## config.mk

```make
export PLATFORM = sky130hd
export DESIGN_NAME = hsid_top
export DESIGN_NICKNAME = d
export VERILOG_FILES = /design/src/source/hsid_pkg.sv /design/src/source/hsid_main_fsm.sv /design/src/source/hsid_measure_buf.sv /design/src/source/hsid_ref_fifo.sv /design/src/source/hsid_sq_diff_acc.sv /design/src/source/hsid_min_compare.sv /design/src/source/hsid_top.sv
export VERILOG_INCLUDE_DIRS = /design/src /design/src/source
export SDC_FILE = /design/constraint.sdc
export NUM_CORES = 2
export LEC_CHECK = 0
export ABC_AREA = 1
export BUFFER_PORTS_ARGS = -buffer_cell sky130_fd_sc_hd__buf_2
export CORE_MARGIN = 2
export CORE_UTILIZATION = 35
export DETAILED_ROUTE_END_ITERATION = 16
export GPL_ROUTABILITY_DRIVEN = 1
export PLACE_DENSITY = 0.55
export REMOVE_ABC_BUFFERS = 1
export SLEW_MARGIN = 20
export SYNTH_ARGS = -nofsm -noshare
export SYNTH_HDL_FRONTEND = slang
export SYNTH_HIERARCHICAL = 1
export SYNTH_SLANG_ARGS = --single-unit
```

## constraint.sdc

```tcl
create_clock -name clk -period 28.2 [get_ports clk]
set_clock_uncertainty 0.15 [all_clocks]
set_input_delay 0 -clock clk [delete_from_list [all_inputs] [get_ports clk]]
set_output_delay 0 -clock clk [all_outputs]
set_load 0.03 [all_outputs]
```

## src/source/hsid_config.svh

```systemverilog
`ifndef HSID_CONFIG_SVH
`define HSID_CONFIG_SVH

// Spectral word layout
`define HSID_WORD_WIDTH 32
`define HSID_DATA_WIDTH 8

// Band address width with the sample select in the two low bits
`define HSID_HSP_BANDS_WIDTH 8

// Library size and vector index
`define HSID_HSP_LIBRARY_WIDTH 6

// Reference FIFO entries and the sender's credits after reset
`define HSID_REF_FIFO_DEPTH 8

// Room for 63 packs of four full-scale squared errors
`define HSID_MSE_WIDTH 24

`endif

```

## src/source/hsid_pkg.sv

```systemverilog
`default_nettype none

`include "hsid_config.svh"

package hsid_pkg;

  typedef enum logic [2:0] {
    IDLE,          // Waiting for start
    READ_MEASURE,  // Measure vector loading
    COMPUTE_MSE,   // Streaming reference vectors
    WAIT_MSE,      // Pipeline draining
    COMPARE_MSE,   // Last distance being compared
    DONE           // Result pulse
  } hsid_main_state_t;

  localparam int HSID_SAMPLES_PER_WORD = `HSID_WORD_WIDTH / `HSID_DATA_WIDTH;

  // One band pack, seen as a plain word or as its band samples
  typedef union packed {
    logic [`HSID_WORD_WIDTH-1:0] raw;
    logic [HSID_SAMPLES_PER_WORD-1:0][`HSID_DATA_WIDTH-1:0] samples;  // Lowest band in [0]
  } hsid_word_u;

endpackage

`default_nettype wire

```

## src/source/hsid_main_fsm.sv

```systemverilog
`default_nettype none

`include "hsid_config.svh"

module hsid_main_fsm
  import hsid_pkg::*;
#(
  parameter int HSP_BANDS_WIDTH   = `HSID_HSP_BANDS_WIDTH,
  parameter int HSP_LIBRARY_WIDTH = `HSID_HSP_LIBRARY_WIDTH,
  localparam int PACK_WIDTH =
    HSP_BANDS_WIDTH - $clog2(`HSID_WORD_WIDTH / `HSID_DATA_WIDTH)
) (
  input  logic                         clk,
  input  logic                         rst_n,
  input  logic [HSP_LIBRARY_WIDTH-1:0] hsi_library_size,     // Vectors in the library
  input  logic [PACK_WIDTH-1:0]        band_pack_threshold,  // Packs per vector
  input  logic                         fifo_measure_complete,
  input  logic                         fifo_ref_empty,
  input  logic                         msi_valid,
  input  logic                         msi_comparison_valid,
  input  logic                         start,
  output hsid_main_state_t             state,
  output logic [HSP_LIBRARY_WIDTH-1:0] vctr_count,           // Index of the vector on the data path
  output logic                         band_pack_start,
  output logic                         band_pack_last,
  output logic                         band_pack_valid,
  output logic                         vctr_last,            // Reading the last vector
  output logic                         fifo_both_read_en,
  output logic                         done,
  output logic                         idle
);

  hsid_main_state_t             next_state;
  logic [PACK_WIDTH-1:0]        pack_count;     // Pack being read in the current vector
  logic [HSP_LIBRARY_WIDTH-1:0] rd_vctr_count;  // Vector being read, leads vctr_count
  logic                         pack_last_rd;

  assign fifo_both_read_en = (state == COMPUTE_MSE) && !fifo_ref_empty;
  assign pack_last_rd      = (pack_count == band_pack_threshold - 1'b1);
  assign vctr_last         = (rd_vctr_count == hsi_library_size - 1'b1);

  assign idle = (state == IDLE);
  assign done = (state == DONE);

  always_ff @(posedge clk or negedge rst_n) begin
    if (!rst_n) begin
      state <= IDLE;
    end else begin
      state <= next_state;
    end
  end

  // Read side counts packs and vectors as they leave the buffers.
  // vctr_count moves on the registered last flag so it stays aligned
  // with the buffer read data.
  always_ff @(posedge clk or negedge rst_n) begin
    if (!rst_n) begin
      pack_count    <= '0;
      rd_vctr_count <= '0;
      vctr_count    <= '0;
    end else if (state == IDLE) begin
      pack_count    <= '0;  // Fresh counts for every run
      rd_vctr_count <= '0;
      vctr_count    <= '0;
    end else begin
      if (fifo_both_read_en) begin
        if (pack_last_rd) begin
          pack_count    <= '0;
          rd_vctr_count <= rd_vctr_count + 1'b1;
        end else begin
          pack_count <= pack_count + 1'b1;
        end
      end
      if (band_pack_last) begin
        vctr_count <= vctr_count + 1'b1;
      end
    end
  end

  // Flags line up with the registered buffer outputs
  always_ff @(posedge clk or negedge rst_n) begin
    if (!rst_n) begin
      band_pack_valid <= 1'b0;
      band_pack_start <= 1'b0;
      band_pack_last  <= 1'b0;
    end else begin
      band_pack_valid <= fifo_both_read_en;
      band_pack_start <= fifo_both_read_en && (pack_count == '0);
      band_pack_last  <= fifo_both_read_en && pack_last_rd;
    end
  end

  always_comb begin
    next_state = state;
    case (state)
      IDLE: begin
        if (start) next_state = READ_MEASURE;
      end
      READ_MEASURE: begin
        if (fifo_measure_complete) next_state = COMPUTE_MSE;
      end
      COMPUTE_MSE: begin
        if (fifo_both_read_en && pack_last_rd && vctr_last) next_state = WAIT_MSE;
      end
      WAIT_MSE: begin
        if (msi_valid) next_state = COMPARE_MSE;  // Pipeline has started to deliver
      end
      COMPARE_MSE: begin
        if (msi_comparison_valid) next_state = DONE;
      end
      DONE: begin
        next_state = IDLE;
      end
      default: begin
        next_state = IDLE;
      end
    endcase
  end

endmodule

`default_nettype wire

```

## src/source/hsid_measure_buf.sv

```systemverilog
`default_nettype none

`include "hsid_config.svh"

module hsid_measure_buf
  import hsid_pkg::*;
#(
  parameter int HSP_BANDS_WIDTH = `HSID_HSP_BANDS_WIDTH,
  localparam int PACK_WIDTH =
    HSP_BANDS_WIDTH - $clog2(`HSID_WORD_WIDTH / `HSID_DATA_WIDTH),
  localparam int DEPTH = (1 << PACK_WIDTH) - 1  // Longest vector
) (
  input  logic                  clk,
  input  logic                  rst_n,
  input  logic                  wr_en,
  input  hsid_word_u            wr_data,
  input  logic [PACK_WIDTH-1:0] band_pack_threshold,
  input  logic                  rd_en,
  input  logic                  clear,                // Restart fill and replay
  output logic                  complete,
  output logic                  empty,
  output hsid_word_u            rd_data
);

  logic [$bits(hsid_word_u)-1:0] mem [DEPTH];
  logic [PACK_WIDTH-1:0]         wr_count;
  logic [PACK_WIDTH-1:0]         rd_ptr;
  logic                          wr_accept;

  assign complete  = (wr_count == band_pack_threshold);
  assign empty     = (wr_count == '0);
  assign wr_accept = wr_en && !complete;  // Extra words past the vector are ignored

  always_ff @(posedge clk) begin
    if (wr_accept) begin
      mem[wr_count] <= wr_data.raw;
    end
    if (rd_en) begin
      rd_data.raw <= mem[rd_ptr];
    end
  end

  always_ff @(posedge clk or negedge rst_n) begin
    if (!rst_n) begin
      wr_count <= '0;
      rd_ptr   <= '0;
    end else if (clear) begin
      wr_count <= '0;
      rd_ptr   <= '0;
    end else begin
      if (wr_accept) begin
        wr_count <= wr_count + 1'b1;
      end
      if (rd_en) begin
        // Replay from the first pack for the next library vector
        rd_ptr <= (rd_ptr == band_pack_threshold - 1'b1) ? '0 : rd_ptr + 1'b1;
      end
    end
  end

endmodule

`default_nettype wire

```

## src/source/hsid_ref_fifo.sv

```systemverilog
`default_nettype none

`include "hsid_config.svh"

module hsid_ref_fifo
  import hsid_pkg::*;
#(
  parameter int DEPTH = `HSID_REF_FIFO_DEPTH,  // Power of two
  localparam int PTR_WIDTH = $clog2(DEPTH)
) (
  input  logic       clk,
  input  logic       rst_n,
  input  logic       wr_en,
  input  hsid_word_u wr_data,
  input  logic       rd_en,
  output hsid_word_u rd_data,
  output logic       empty,
  output logic       credit    // One pulse per popped word
);

  logic [$bits(hsid_word_u)-1:0] mem [DEPTH];
  logic [PTR_WIDTH-1:0]          wr_ptr;
  logic [PTR_WIDTH-1:0]          rd_ptr;
  logic [PTR_WIDTH:0]            fill_count;
  logic                          full;
  logic                          push;
  logic                          pop;

  assign full  = (fill_count == (PTR_WIDTH + 1)'(DEPTH));
  assign empty = (fill_count == '0);
  assign push  = wr_en && !full;
  assign pop   = rd_en && !empty;

  always_ff @(posedge clk) begin
    if (push) begin
      mem[wr_ptr] <= wr_data.raw;
    end
    if (pop) begin
      rd_data.raw <= mem[rd_ptr];
    end
  end

  always_ff @(posedge clk or negedge rst_n) begin
    if (!rst_n) begin
      wr_ptr     <= '0;
      rd_ptr     <= '0;
      fill_count <= '0;
      credit     <= 1'b0;
    end else begin
      if (push) begin
        wr_ptr <= wr_ptr + 1'b1;  // Wraps at the depth
      end
      if (pop) begin
        rd_ptr <= rd_ptr + 1'b1;
      end
      case ({push, pop})
        2'b10:   fill_count <= fill_count + 1'b1;
        2'b01:   fill_count <= fill_count - 1'b1;
        default: fill_count <= fill_count;
      endcase
      credit <= pop;  // Slot is free again
    end
  end

endmodule

`default_nettype wire

```

## src/source/hsid_sq_diff_acc.sv

```systemverilog
`default_nettype none

`include "hsid_config.svh"

module hsid_sq_diff_acc
  import hsid_pkg::*;
#(
  parameter int HSP_LIBRARY_WIDTH = `HSID_HSP_LIBRARY_WIDTH,
  parameter int MSE_WIDTH         = `HSID_MSE_WIDTH
) (
  input  logic                         clk,
  input  logic                         rst_n,
  input  hsid_word_u                   meas_word,
  input  hsid_word_u                   ref_word,
  input  logic                         band_pack_valid,
  input  logic                         band_pack_start,
  input  logic                         band_pack_last,
  input  logic [HSP_LIBRARY_WIDTH-1:0] vctr_index,
  output logic                         msi_valid,
  output logic [MSE_WIDTH-1:0]         mse,
  output logic [HSP_LIBRARY_WIDTH-1:0] mse_index
);

  localparam int SAMPLE_WIDTH   = `HSID_DATA_WIDTH;
  localparam int PACK_SUM_WIDTH = 2 * SAMPLE_WIDTH + $clog2(HSID_SAMPLES_PER_WORD);

  logic [SAMPLE_WIDTH-1:0]      abs_diff [HSID_SAMPLES_PER_WORD];
  logic [2*SAMPLE_WIDTH-1:0]    sq       [HSID_SAMPLES_PER_WORD];
  logic [PACK_SUM_WIDTH-1:0]    pack_sum;
  logic                         s1_valid;
  logic                         s1_start;
  logic                         s1_last;
  logic [PACK_SUM_WIDTH-1:0]    s1_sum;
  logic [HSP_LIBRARY_WIDTH-1:0] s1_index;
  logic [MSE_WIDTH-1:0]         acc;
  logic [MSE_WIDTH-1:0]         acc_next;

  // Squared error of the four bands in one pack
  always_comb begin
    pack_sum = '0;
    for (int i = 0; i < HSID_SAMPLES_PER_WORD; i++) begin
      abs_diff[i] = (meas_word.samples[i] > ref_word.samples[i]) ?
                    meas_word.samples[i] - ref_word.samples[i] :
                    ref_word.samples[i] - meas_word.samples[i];
      sq[i]       = abs_diff[i] * abs_diff[i];
      pack_sum    = pack_sum + sq[i];
    end
  end

  assign acc_next = s1_start ? MSE_WIDTH'(s1_sum) : acc + s1_sum;  // First pack loads

  always_ff @(posedge clk or negedge rst_n) begin
    if (!rst_n) begin
      s1_valid  <= 1'b0;
      s1_start  <= 1'b0;
      s1_last   <= 1'b0;
      msi_valid <= 1'b0;
    end else begin
      s1_valid  <= band_pack_valid;
      s1_start  <= band_pack_valid && band_pack_start;
      s1_last   <= band_pack_valid && band_pack_last;
      msi_valid <= s1_valid && s1_last;
    end
  end

  always_ff @(posedge clk) begin
    if (band_pack_valid) begin
      s1_sum   <= pack_sum;
      s1_index <= vctr_index;  // Index rides along with its pack
    end
    if (s1_valid) begin
      acc <= acc_next;
    end
    if (s1_valid && s1_last) begin
      mse       <= acc_next;
      mse_index <= s1_index;
    end
  end

endmodule

`default_nettype wire

```

## src/source/hsid_min_compare.sv

```systemverilog
`default_nettype none

`include "hsid_config.svh"

module hsid_min_compare
  import hsid_pkg::*;
#(
  parameter int HSP_LIBRARY_WIDTH = `HSID_HSP_LIBRARY_WIDTH,
  parameter int MSE_WIDTH         = `HSID_MSE_WIDTH
) (
  input  logic                         clk,
  input  logic                         rst_n,
  input  logic                         start,
  input  logic                         msi_valid,
  input  logic [MSE_WIDTH-1:0]         mse,
  input  logic [HSP_LIBRARY_WIDTH-1:0] mse_index,
  input  logic [HSP_LIBRARY_WIDTH-1:0] last_index,  // Library size minus one
  output logic [MSE_WIDTH-1:0]         best_mse,
  output logic [HSP_LIBRARY_WIDTH-1:0] best_index,
  output logic                         msi_comparison_valid
);

  logic better;

  assign better = (mse < best_mse);  // Strict compare so the earlier index keeps a tie

  always_ff @(posedge clk or negedge rst_n) begin
    if (!rst_n) begin
      best_mse             <= '1;
      best_index           <= '0;
      msi_comparison_valid <= 1'b0;
    end else begin
      msi_comparison_valid <= msi_valid && (mse_index == last_index);
      if (start) begin
        best_mse   <= '1;  // Any real distance beats this
        best_index <= '0;
      end else if (msi_valid && better) begin
        best_mse   <= mse;
        best_index <= mse_index;
      end
    end
  end

endmodule

`default_nettype wire

```

## src/source/hsid_top.sv

```systemverilog
`default_nettype none

`include "hsid_config.svh"

module hsid_top
  import hsid_pkg::*;
#(
  parameter int HSP_BANDS_WIDTH   = `HSID_HSP_BANDS_WIDTH,
  parameter int HSP_LIBRARY_WIDTH = `HSID_HSP_LIBRARY_WIDTH,
  parameter int MSE_WIDTH         = `HSID_MSE_WIDTH,
  parameter int REF_FIFO_DEPTH    = `HSID_REF_FIFO_DEPTH,
  localparam int WORD_WIDTH = $bits(hsid_word_u),
  localparam int PACK_WIDTH =
    HSP_BANDS_WIDTH - $clog2(`HSID_WORD_WIDTH / `HSID_DATA_WIDTH)
) (
  input  logic                         clk,
  input  logic                         rst_n,
  input  logic                         start,
  input  logic [HSP_LIBRARY_WIDTH-1:0] hsi_library_size,
  input  logic [PACK_WIDTH-1:0]        band_pack_threshold,
  input  logic                         measure_valid,
  input  logic [WORD_WIDTH-1:0]        measure_data,
  input  logic                         ref_valid,
  input  logic [WORD_WIDTH-1:0]        ref_data,
  output logic                         ref_credit,
  output logic                         idle,
  output logic                         done,
  output logic [HSP_LIBRARY_WIDTH-1:0] best_index,
  output logic [MSE_WIDTH-1:0]         best_mse
);

  hsid_main_state_t             state;
  hsid_word_u                   measure_word;
  hsid_word_u                   ref_word;
  hsid_word_u                   meas_rd_word;
  hsid_word_u                   ref_rd_word;
  logic                         measure_wr_en;
  logic                         fifo_measure_complete;
  logic                         fifo_ref_empty;
  logic                         fifo_both_read_en;
  logic                         band_pack_start;
  logic                         band_pack_last;
  logic                         band_pack_valid;
  logic [HSP_LIBRARY_WIDTH-1:0] vctr_count;
  logic [HSP_LIBRARY_WIDTH-1:0] last_index;
  logic                         msi_valid;
  logic [MSE_WIDTH-1:0]         mse;
  logic [HSP_LIBRARY_WIDTH-1:0] mse_index;
  logic                         msi_comparison_valid;

  assign measure_word.raw = measure_data;
  assign ref_word.raw     = ref_data;
  assign measure_wr_en    = measure_valid && (state == READ_MEASURE);  // Load window only
  assign last_index       = hsi_library_size - 1'b1;

  hsid_main_fsm #(
    .HSP_BANDS_WIDTH  (HSP_BANDS_WIDTH),
    .HSP_LIBRARY_WIDTH(HSP_LIBRARY_WIDTH)
  ) u_main_fsm (
    .clk                  (clk),
    .rst_n                (rst_n),
    .hsi_library_size     (hsi_library_size),
    .band_pack_threshold  (band_pack_threshold),
    .fifo_measure_complete(fifo_measure_complete),
    .fifo_ref_empty       (fifo_ref_empty),
    .msi_valid            (msi_valid),
    .msi_comparison_valid (msi_comparison_valid),
    .start                (start),
    .state                (state),
    .vctr_count           (vctr_count),
    .band_pack_start      (band_pack_start),
    .band_pack_last       (band_pack_last),
    .band_pack_valid      (band_pack_valid),
    .vctr_last            (),
    .fifo_both_read_en    (fifo_both_read_en),
    .done                 (done),
    .idle                 (idle)
  );

  hsid_measure_buf #(
    .HSP_BANDS_WIDTH(HSP_BANDS_WIDTH)
  ) u_measure_buf (
    .clk                (clk),
    .rst_n              (rst_n),
    .wr_en              (measure_wr_en),
    .wr_data            (measure_word),
    .band_pack_threshold(band_pack_threshold),
    .rd_en              (fifo_both_read_en),
    .clear              (idle),  // Refill on every run
    .complete           (fifo_measure_complete),
    .empty              (),
    .rd_data            (meas_rd_word)
  );

  hsid_ref_fifo #(
    .DEPTH(REF_FIFO_DEPTH)
  ) u_ref_fifo (
    .clk    (clk),
    .rst_n  (rst_n),
    .wr_en  (ref_valid),
    .wr_data(ref_word),
    .rd_en  (fifo_both_read_en),
    .rd_data(ref_rd_word),
    .empty  (fifo_ref_empty),
    .credit (ref_credit)
  );

  hsid_sq_diff_acc #(
    .HSP_LIBRARY_WIDTH(HSP_LIBRARY_WIDTH),
    .MSE_WIDTH        (MSE_WIDTH)
  ) u_sq_diff_acc (
    .clk            (clk),
    .rst_n          (rst_n),
    .meas_word      (meas_rd_word),
    .ref_word       (ref_rd_word),
    .band_pack_valid(band_pack_valid),
    .band_pack_start(band_pack_start),
    .band_pack_last (band_pack_last),
    .vctr_index     (vctr_count),
    .msi_valid      (msi_valid),
    .mse            (mse),
    .mse_index      (mse_index)
  );

  hsid_min_compare #(
    .HSP_LIBRARY_WIDTH(HSP_LIBRARY_WIDTH),
    .MSE_WIDTH        (MSE_WIDTH)
  ) u_min_compare (
    .clk                 (clk),
    .rst_n               (rst_n),
    .start               (start),
    .msi_valid           (msi_valid),
    .mse                 (mse),
    .mse_index           (mse_index),
    .last_index          (last_index),
    .best_mse            (best_mse),
    .best_index          (best_index),
    .msi_comparison_valid(msi_comparison_valid)
  );

endmodule

`default_nettype wire

```

-- After elaboration in Yosys (flattened, before gate mapping)
Memories as Yosys holds them, arrays and structs flattened. A register that Yosys moved wholly into a read port is not among the register bits.
Index checks and enable logic that the tools add are counted.
- input port bits: 81
- RAM bits: 2272
- output and inout bits: 33
- memories: 2
- memory bits (read-only): 0
- bits in latches: 0
- word-level logic and storage cells: 137
- bits in registers: 160
- memory list (name ; words ; bits a word ; rd ports ; clocked after Yosys merged registers in ; wr ports ; line ; RTL):
    u_measure_buf.mem ; 63 ; 32 ; 1 ; 1 ; 1 ; hsid_measure_buf.sv:25 ; logic [$bits(hsid_word_u)-1:0] mem [DEPTH];
    u_ref_fifo.mem ; 8 ; 32 ; 1 ; 1 ; 1 ; hsid_ref_fifo.sv:21 ; logic [$bits(hsid_word_u)-1:0] mem [DEPTH];
- magnitude comparators: 5
- div/mod/pow operators: 0
- equality and inequality tests: 18
- multipliers: 4
- add/sub/neg operators: 23
- multiplexer cells: 33
- shift-type cells: 0
- bitwise operators: 0
- reduce and logical (&&, ||, !) cells: 27
- operator list (cell ; number):
    6-bit two-way mux ; 15
    24-bit two-way mux ; 3
    8-bit by 8-bit multiplier with 16-bit output ; 4
    8-bit subtractor ; 8
    18-bit by 16-bit adder with 18-bit output ; 2
    8-bit greater-than comparator ; 4
    8-bit two-way mux ; 4
    6-bit by 1-bit adder with 6-bit output (second input constant) ; 5
    6-bit == test ; 5
    24-bit by 18-bit adder with 24-bit output ; 1
    24-bit < comparator ; 1
    16-bit by 16-bit adder with 17-bit output ; 1
    3-bit two-way mux ; 5
    3-bit one-hot mux with 5 select lines ; 1
    1-bit logical AND ; 13
    2-bit nonzero test ; 6
    6-bit by 1-bit subtractor with 6-bit output (second input constant) ; 2
    4-bit one-hot mux with 2 select lines ; 1
    3-bit by 1-bit adder with 3-bit output (second input constant) ; 2
    3-bit by 2-bit == test with 1-bit output (second input constant) ; 2
    3-bit == test (second input constant) ; 2
    6-bit logical NOT ; 1
    2-bit by 1-bit != test with 1-bit output (second input constant) ; 3
    5-bit AND reduction ; 1
    12 further kinds ; 18

-- Logic depth before layout (Yosys ltp)
- word-level depth: 7
- depth in mapped cells: 49
- mapped depth without buffers: 48

-- Modules after synthesis
The synthesis kept the hierarchy.
- by module, submodules not included (module ; area each (µm²) ; times used ; cells each ; sequential area each (µm²)):
    hsid_measure_buf ; 82834.4 ; 1 ; 6909 ; 61799.3
    hsid_sq_diff_acc ; 14762.9 ; 1 ; 1854 ; 2442.3
    hsid_ref_fifo ; 12622.1 ; 1 ; 1221 ; 8923.6
    hsid_min_compare ; 2165.8 ; 1 ; 284 ; 805.8
    hsid_main_fsm ; 1675.4 ; 1 ; 233 ; 600.6
    hsid_top ; 116.4 ; 1 ; 23 ; 0.0

-- Worst setup path before layout
Ideal clock, no wire load.
- path type: reg-to-reg
- start: reg u_measure_buf/rd_data[0] in the netlist's numbering, read port of u_measure_buf.mem
- end: reg u_sq_diff_acc.s1_sum[12] (data pin)
- cell stages (with the launch flop): 39
- period minus slack after synthesis: 9.244 ns
- slack: 18.956 ns
- arrival: 8.835 ns
- path buffers: 0
- data required time: 27.791 ns
- library setup time: 0.259 ns
- path through: edfxtp_1 inv_1 ha_1 inv_1 fa_1 nand2_1 o211ai_2 nand2_2 nand2_2 nand2_2 o21ai_0 nand2_1 nor2_1 fa_1 inv_1 fa_1 fa_1 inv_1 (+3 left out) fa_1 inv_1 ha_1 a21oi_1 nand2_1 xnor2_1 fa_1 fa_1 fa_1 fa_1 inv_1 ha_1 a21oi_1 a21boi_0 o21ai_0 nand2_1 nand2_1 xor2_1
- longest elaborated chain between the ends: 6
- elaborated cells between the ends (all ways): 8
- classes of those cells: add/sub: 5; mul: 1; order compare: 1; mux: 1
- RTL lines (what ; line ; RTL):
    from (decl) ; hsid_measure_buf.sv:22 ; output hsid_word_u rd_data
    8-bit subtractor, or another cell as far along ; hsid_sq_diff_acc.sv:44 ; ref_word.samples[i] - meas_word.samples[i];
    8-bit two-way mux * ; hsid_sq_diff_acc.sv:42 ; abs_diff[i] = (meas_word.samples[i] > ref_word.samples[i]) ?
    8-bit by 8-bit multiplier with 16-bit output * ; hsid_sq_diff_acc.sv:45 ; sq[i] = abs_diff[i] * abs_diff[i];
    16-bit by 16-bit adder with 17-bit output * ; hsid_sq_diff_acc.sv:46 ; pack_sum = pack_sum + sq[i];
    18-bit by 16-bit adder with 18-bit output * (2 in series) ; hsid_sq_diff_acc.sv:46 ;
    named net u_sq_diff_acc.pack_sum[12] ; hsid_sq_diff_acc.sv:29 ; logic [PACK_SUM_WIDTH-1:0] pack_sum;
    to (signal assigned) ; hsid_sq_diff_acc.sv:68 ; s1_sum <= pack_sum;
    to (decl) ; hsid_sq_diff_acc.sv:33 ; logic [PACK_SUM_WIDTH-1:0] s1_sum;
Mark *: on every way through the listed nets, which the timed path passes. The rest lies on a longest branch.
A chain may end at the register's enable or synchronous reset.

-- Worst setup path after layout
Same ends and word-level chain as after synthesis.

==> flow_summary.toml <==
[flow_run]
cap_violations = 0

[floorplan]
rows = 209
die_y_um = 575
core-area_sq_um = 324000
initial_core_util = 0.352
die-area_sq_um = 331000
fp.dieW_um = 575
pin_count = 114

[finish]
final_nets = 11200
nFillCells = 30800
area_growth_pct = 13.4
drive_gt1_frac = 0.0834
stdcell_count = 15200

[clock_network]
clock_latency_ns = 0.90
clockRootBuffer = "clkbuf_16"
ctsResizeCount = 0
cts.sinks = 2496
clk_pin_slew_ns = 0.06
postCtsSetupBuffers = 0
cts_max_level = 5
cts-buffers-inserted = 279
clk_path_buf_depth = 4
tritoncts = "done"

[placed_design]
dp_cells = 14600
io_buffers = 113
dp_hpwl_um = 180000
place.gp.congestion = 0.862
dp_slack_ns = 18.14

[detailed_routing]
drt_iter0_drc = 8031
post-route-drc-count = 0
viasPerCell = 5.07
first_pass_iters = 6
wire_per_inst_um = 21.4
ant_nets = 0
wl_um = 326000
vias = 77300

[setup_path]
path_class = "flip-flop to flip-flop"
worstPathRequired_ns = 28.64
endpoint_kind = "flip-flop"
crit_arrival_ns = 10.47
critPathSlowestCell = "fa_1"
crit_top_cell = "fa_1"
startpoint_type = "flip-flop"
ff2ff_path_depth = 38
max_stage_delay_ns = 0.57
critPathMaxFanout = 8

[sta]
setup_violations = 0
fin_ws_ns = 18.17
hold_viol_final = 0
setup_tns_ns = 0
min_period_over_period = 0.356
fmax_ghz = 0.0997
rsz0062_at_grt = "false"
tightest_slew_ns = 1.04
fin_crit_ns = 10.03
slew_violations = 0
slew-limit-headroom = 0.302

[global_route]
track_usage = 0.193
grt_max_degree = 185
antenna_found_initial = 15
grt_pass1_wl_um = 482000
globalRouteOverflowTotal = 0
grt_pass1_vias = 74600

[yosys]
synthCells = 10500
synthesis.area_sq_um = 114000
synth_warnings = 6
synth_area_per_cell_sq_um = 10.9

[worst_hold_path]
min_path_type = "primary input to flip-flop"
worstHoldPathCells = 5

[status]
outcome = "finished, final reports clean"
## final cells by class
| cell class | count | area [sq um] | share of cell area |
|---|---|---|---|
| Timing Repair Buffer | 417 | 3290 | 0.0254 |
| Sequential cell | 2496 | 74600 | 0.576 |
| Clock buffer | 354 | 7420 | 0.0573 |
| Clock inverter | 140 | 1170 | 0.00903 |
| Antenna cell | 3 | 7.51 | 0.0000580 |
| Inverter | 756 | 2870 | 0.0222 |
| Multi-Input combinational cell | 6742 | 34700 | 0.268 |
| Tap cell | 4325 | 5410 | 0.0418 |
## repair_timing
| item | 4_1_cts | 5_1_grt |
|---|---|---|
| endpoints found under the setup margin | 0 | 0 |
| endpoints found under the hold margin | 2520 | 0 |
| hold buffers | 132 | 0 |
## flip-flops by register name (all words and copies together), names as in the netlist, 18 cells and up
signal / cells
u_measure_buf/mem: 2016
u_sq_diff_acc/mse: 24
u_measure_buf/rd_data: 32
u_ref_fifo/mem: 256
u_min_compare/best_mse: 24
u_sq_diff_acc/acc: 24
u_sq_diff_acc/s1_sum: 18
u_ref_fifo/rd_data: 32
## worst paths after layout
path	to	slack (ns)	startpoint
hold reg to reg	u_sq_diff_acc/mse_index[3]	0.27	u_sq_diff_acc/s1_index[3]
hold / removal	u_ref_fifo/wr_ptr[0]	0.13	ref_valid
max in group asynchronous	u_ref_fifo/rd_ptr[0]	26.57	rst_n
setup reg to reg	u_sq_diff_acc/s1_sum[12]	18.17	u_measure_buf/rd_data[0]
setup / recovery	u_sq_diff_acc/s1_sum[12]	18.17	u_measure_buf/rd_data[0]
min in group asynchronous	u_min_compare/best_index[0]	0.55	rst_n
## stage by stage
step / utilization / area [sq um] / hold WS (ns)
after global placement: 0.369 / 120000 / -0.105
final: 0.399 / 129000 / 0.126
after CTS: 0.399 / 129000 / 0.127
after floorplan: - / 112000 / -0.446
after global routing: 0.399 / 129000 / 0.191
after detailed placement: 0.369 / 120000 / -0.0995
## critical path: cells and delay by family, from the launching register on
family | cells | cell delay (ns)
compound gates | 6 | 1.18
fa+ha+maj | 14 | 6.31
simple gates | 9 | 1.03
buf+inv | 7 | 0.39
flops | 1 | 0.39
xor+xnor | 2 | 0.31
## routing by layer
| layer | GRT usage | vias to the layer above | wire length (um) |
|---|---|---|---|
| met3 | 0.0305 | 463 | 24400 |
| met1 | 0.268 | 38100 | 142000 |
| met2 | 0.312 | 2758 | 150000 |
| met4 | 0.0531 | 4 | 8690 |
| met5 | 0 | - | 27 |
| li1 | - | 36000 | - |
## layout by cell type, fill, tap and decap left out, drive strengths merged, types with 61 or more instances in the layout
cell type    count
nand3         1966
nand2         3311
xor2            61
dlygate4sd3    131
o21ai           81
clkinv         109
fa             177
clkbuf         354
ha             233
inv            772
buf            286
nor2           618
a21oi          110
edfxtp        2414
Power is not shown: default switching activity piles up to over one toggle a cycle in this logic, so the estimate is an artifact.
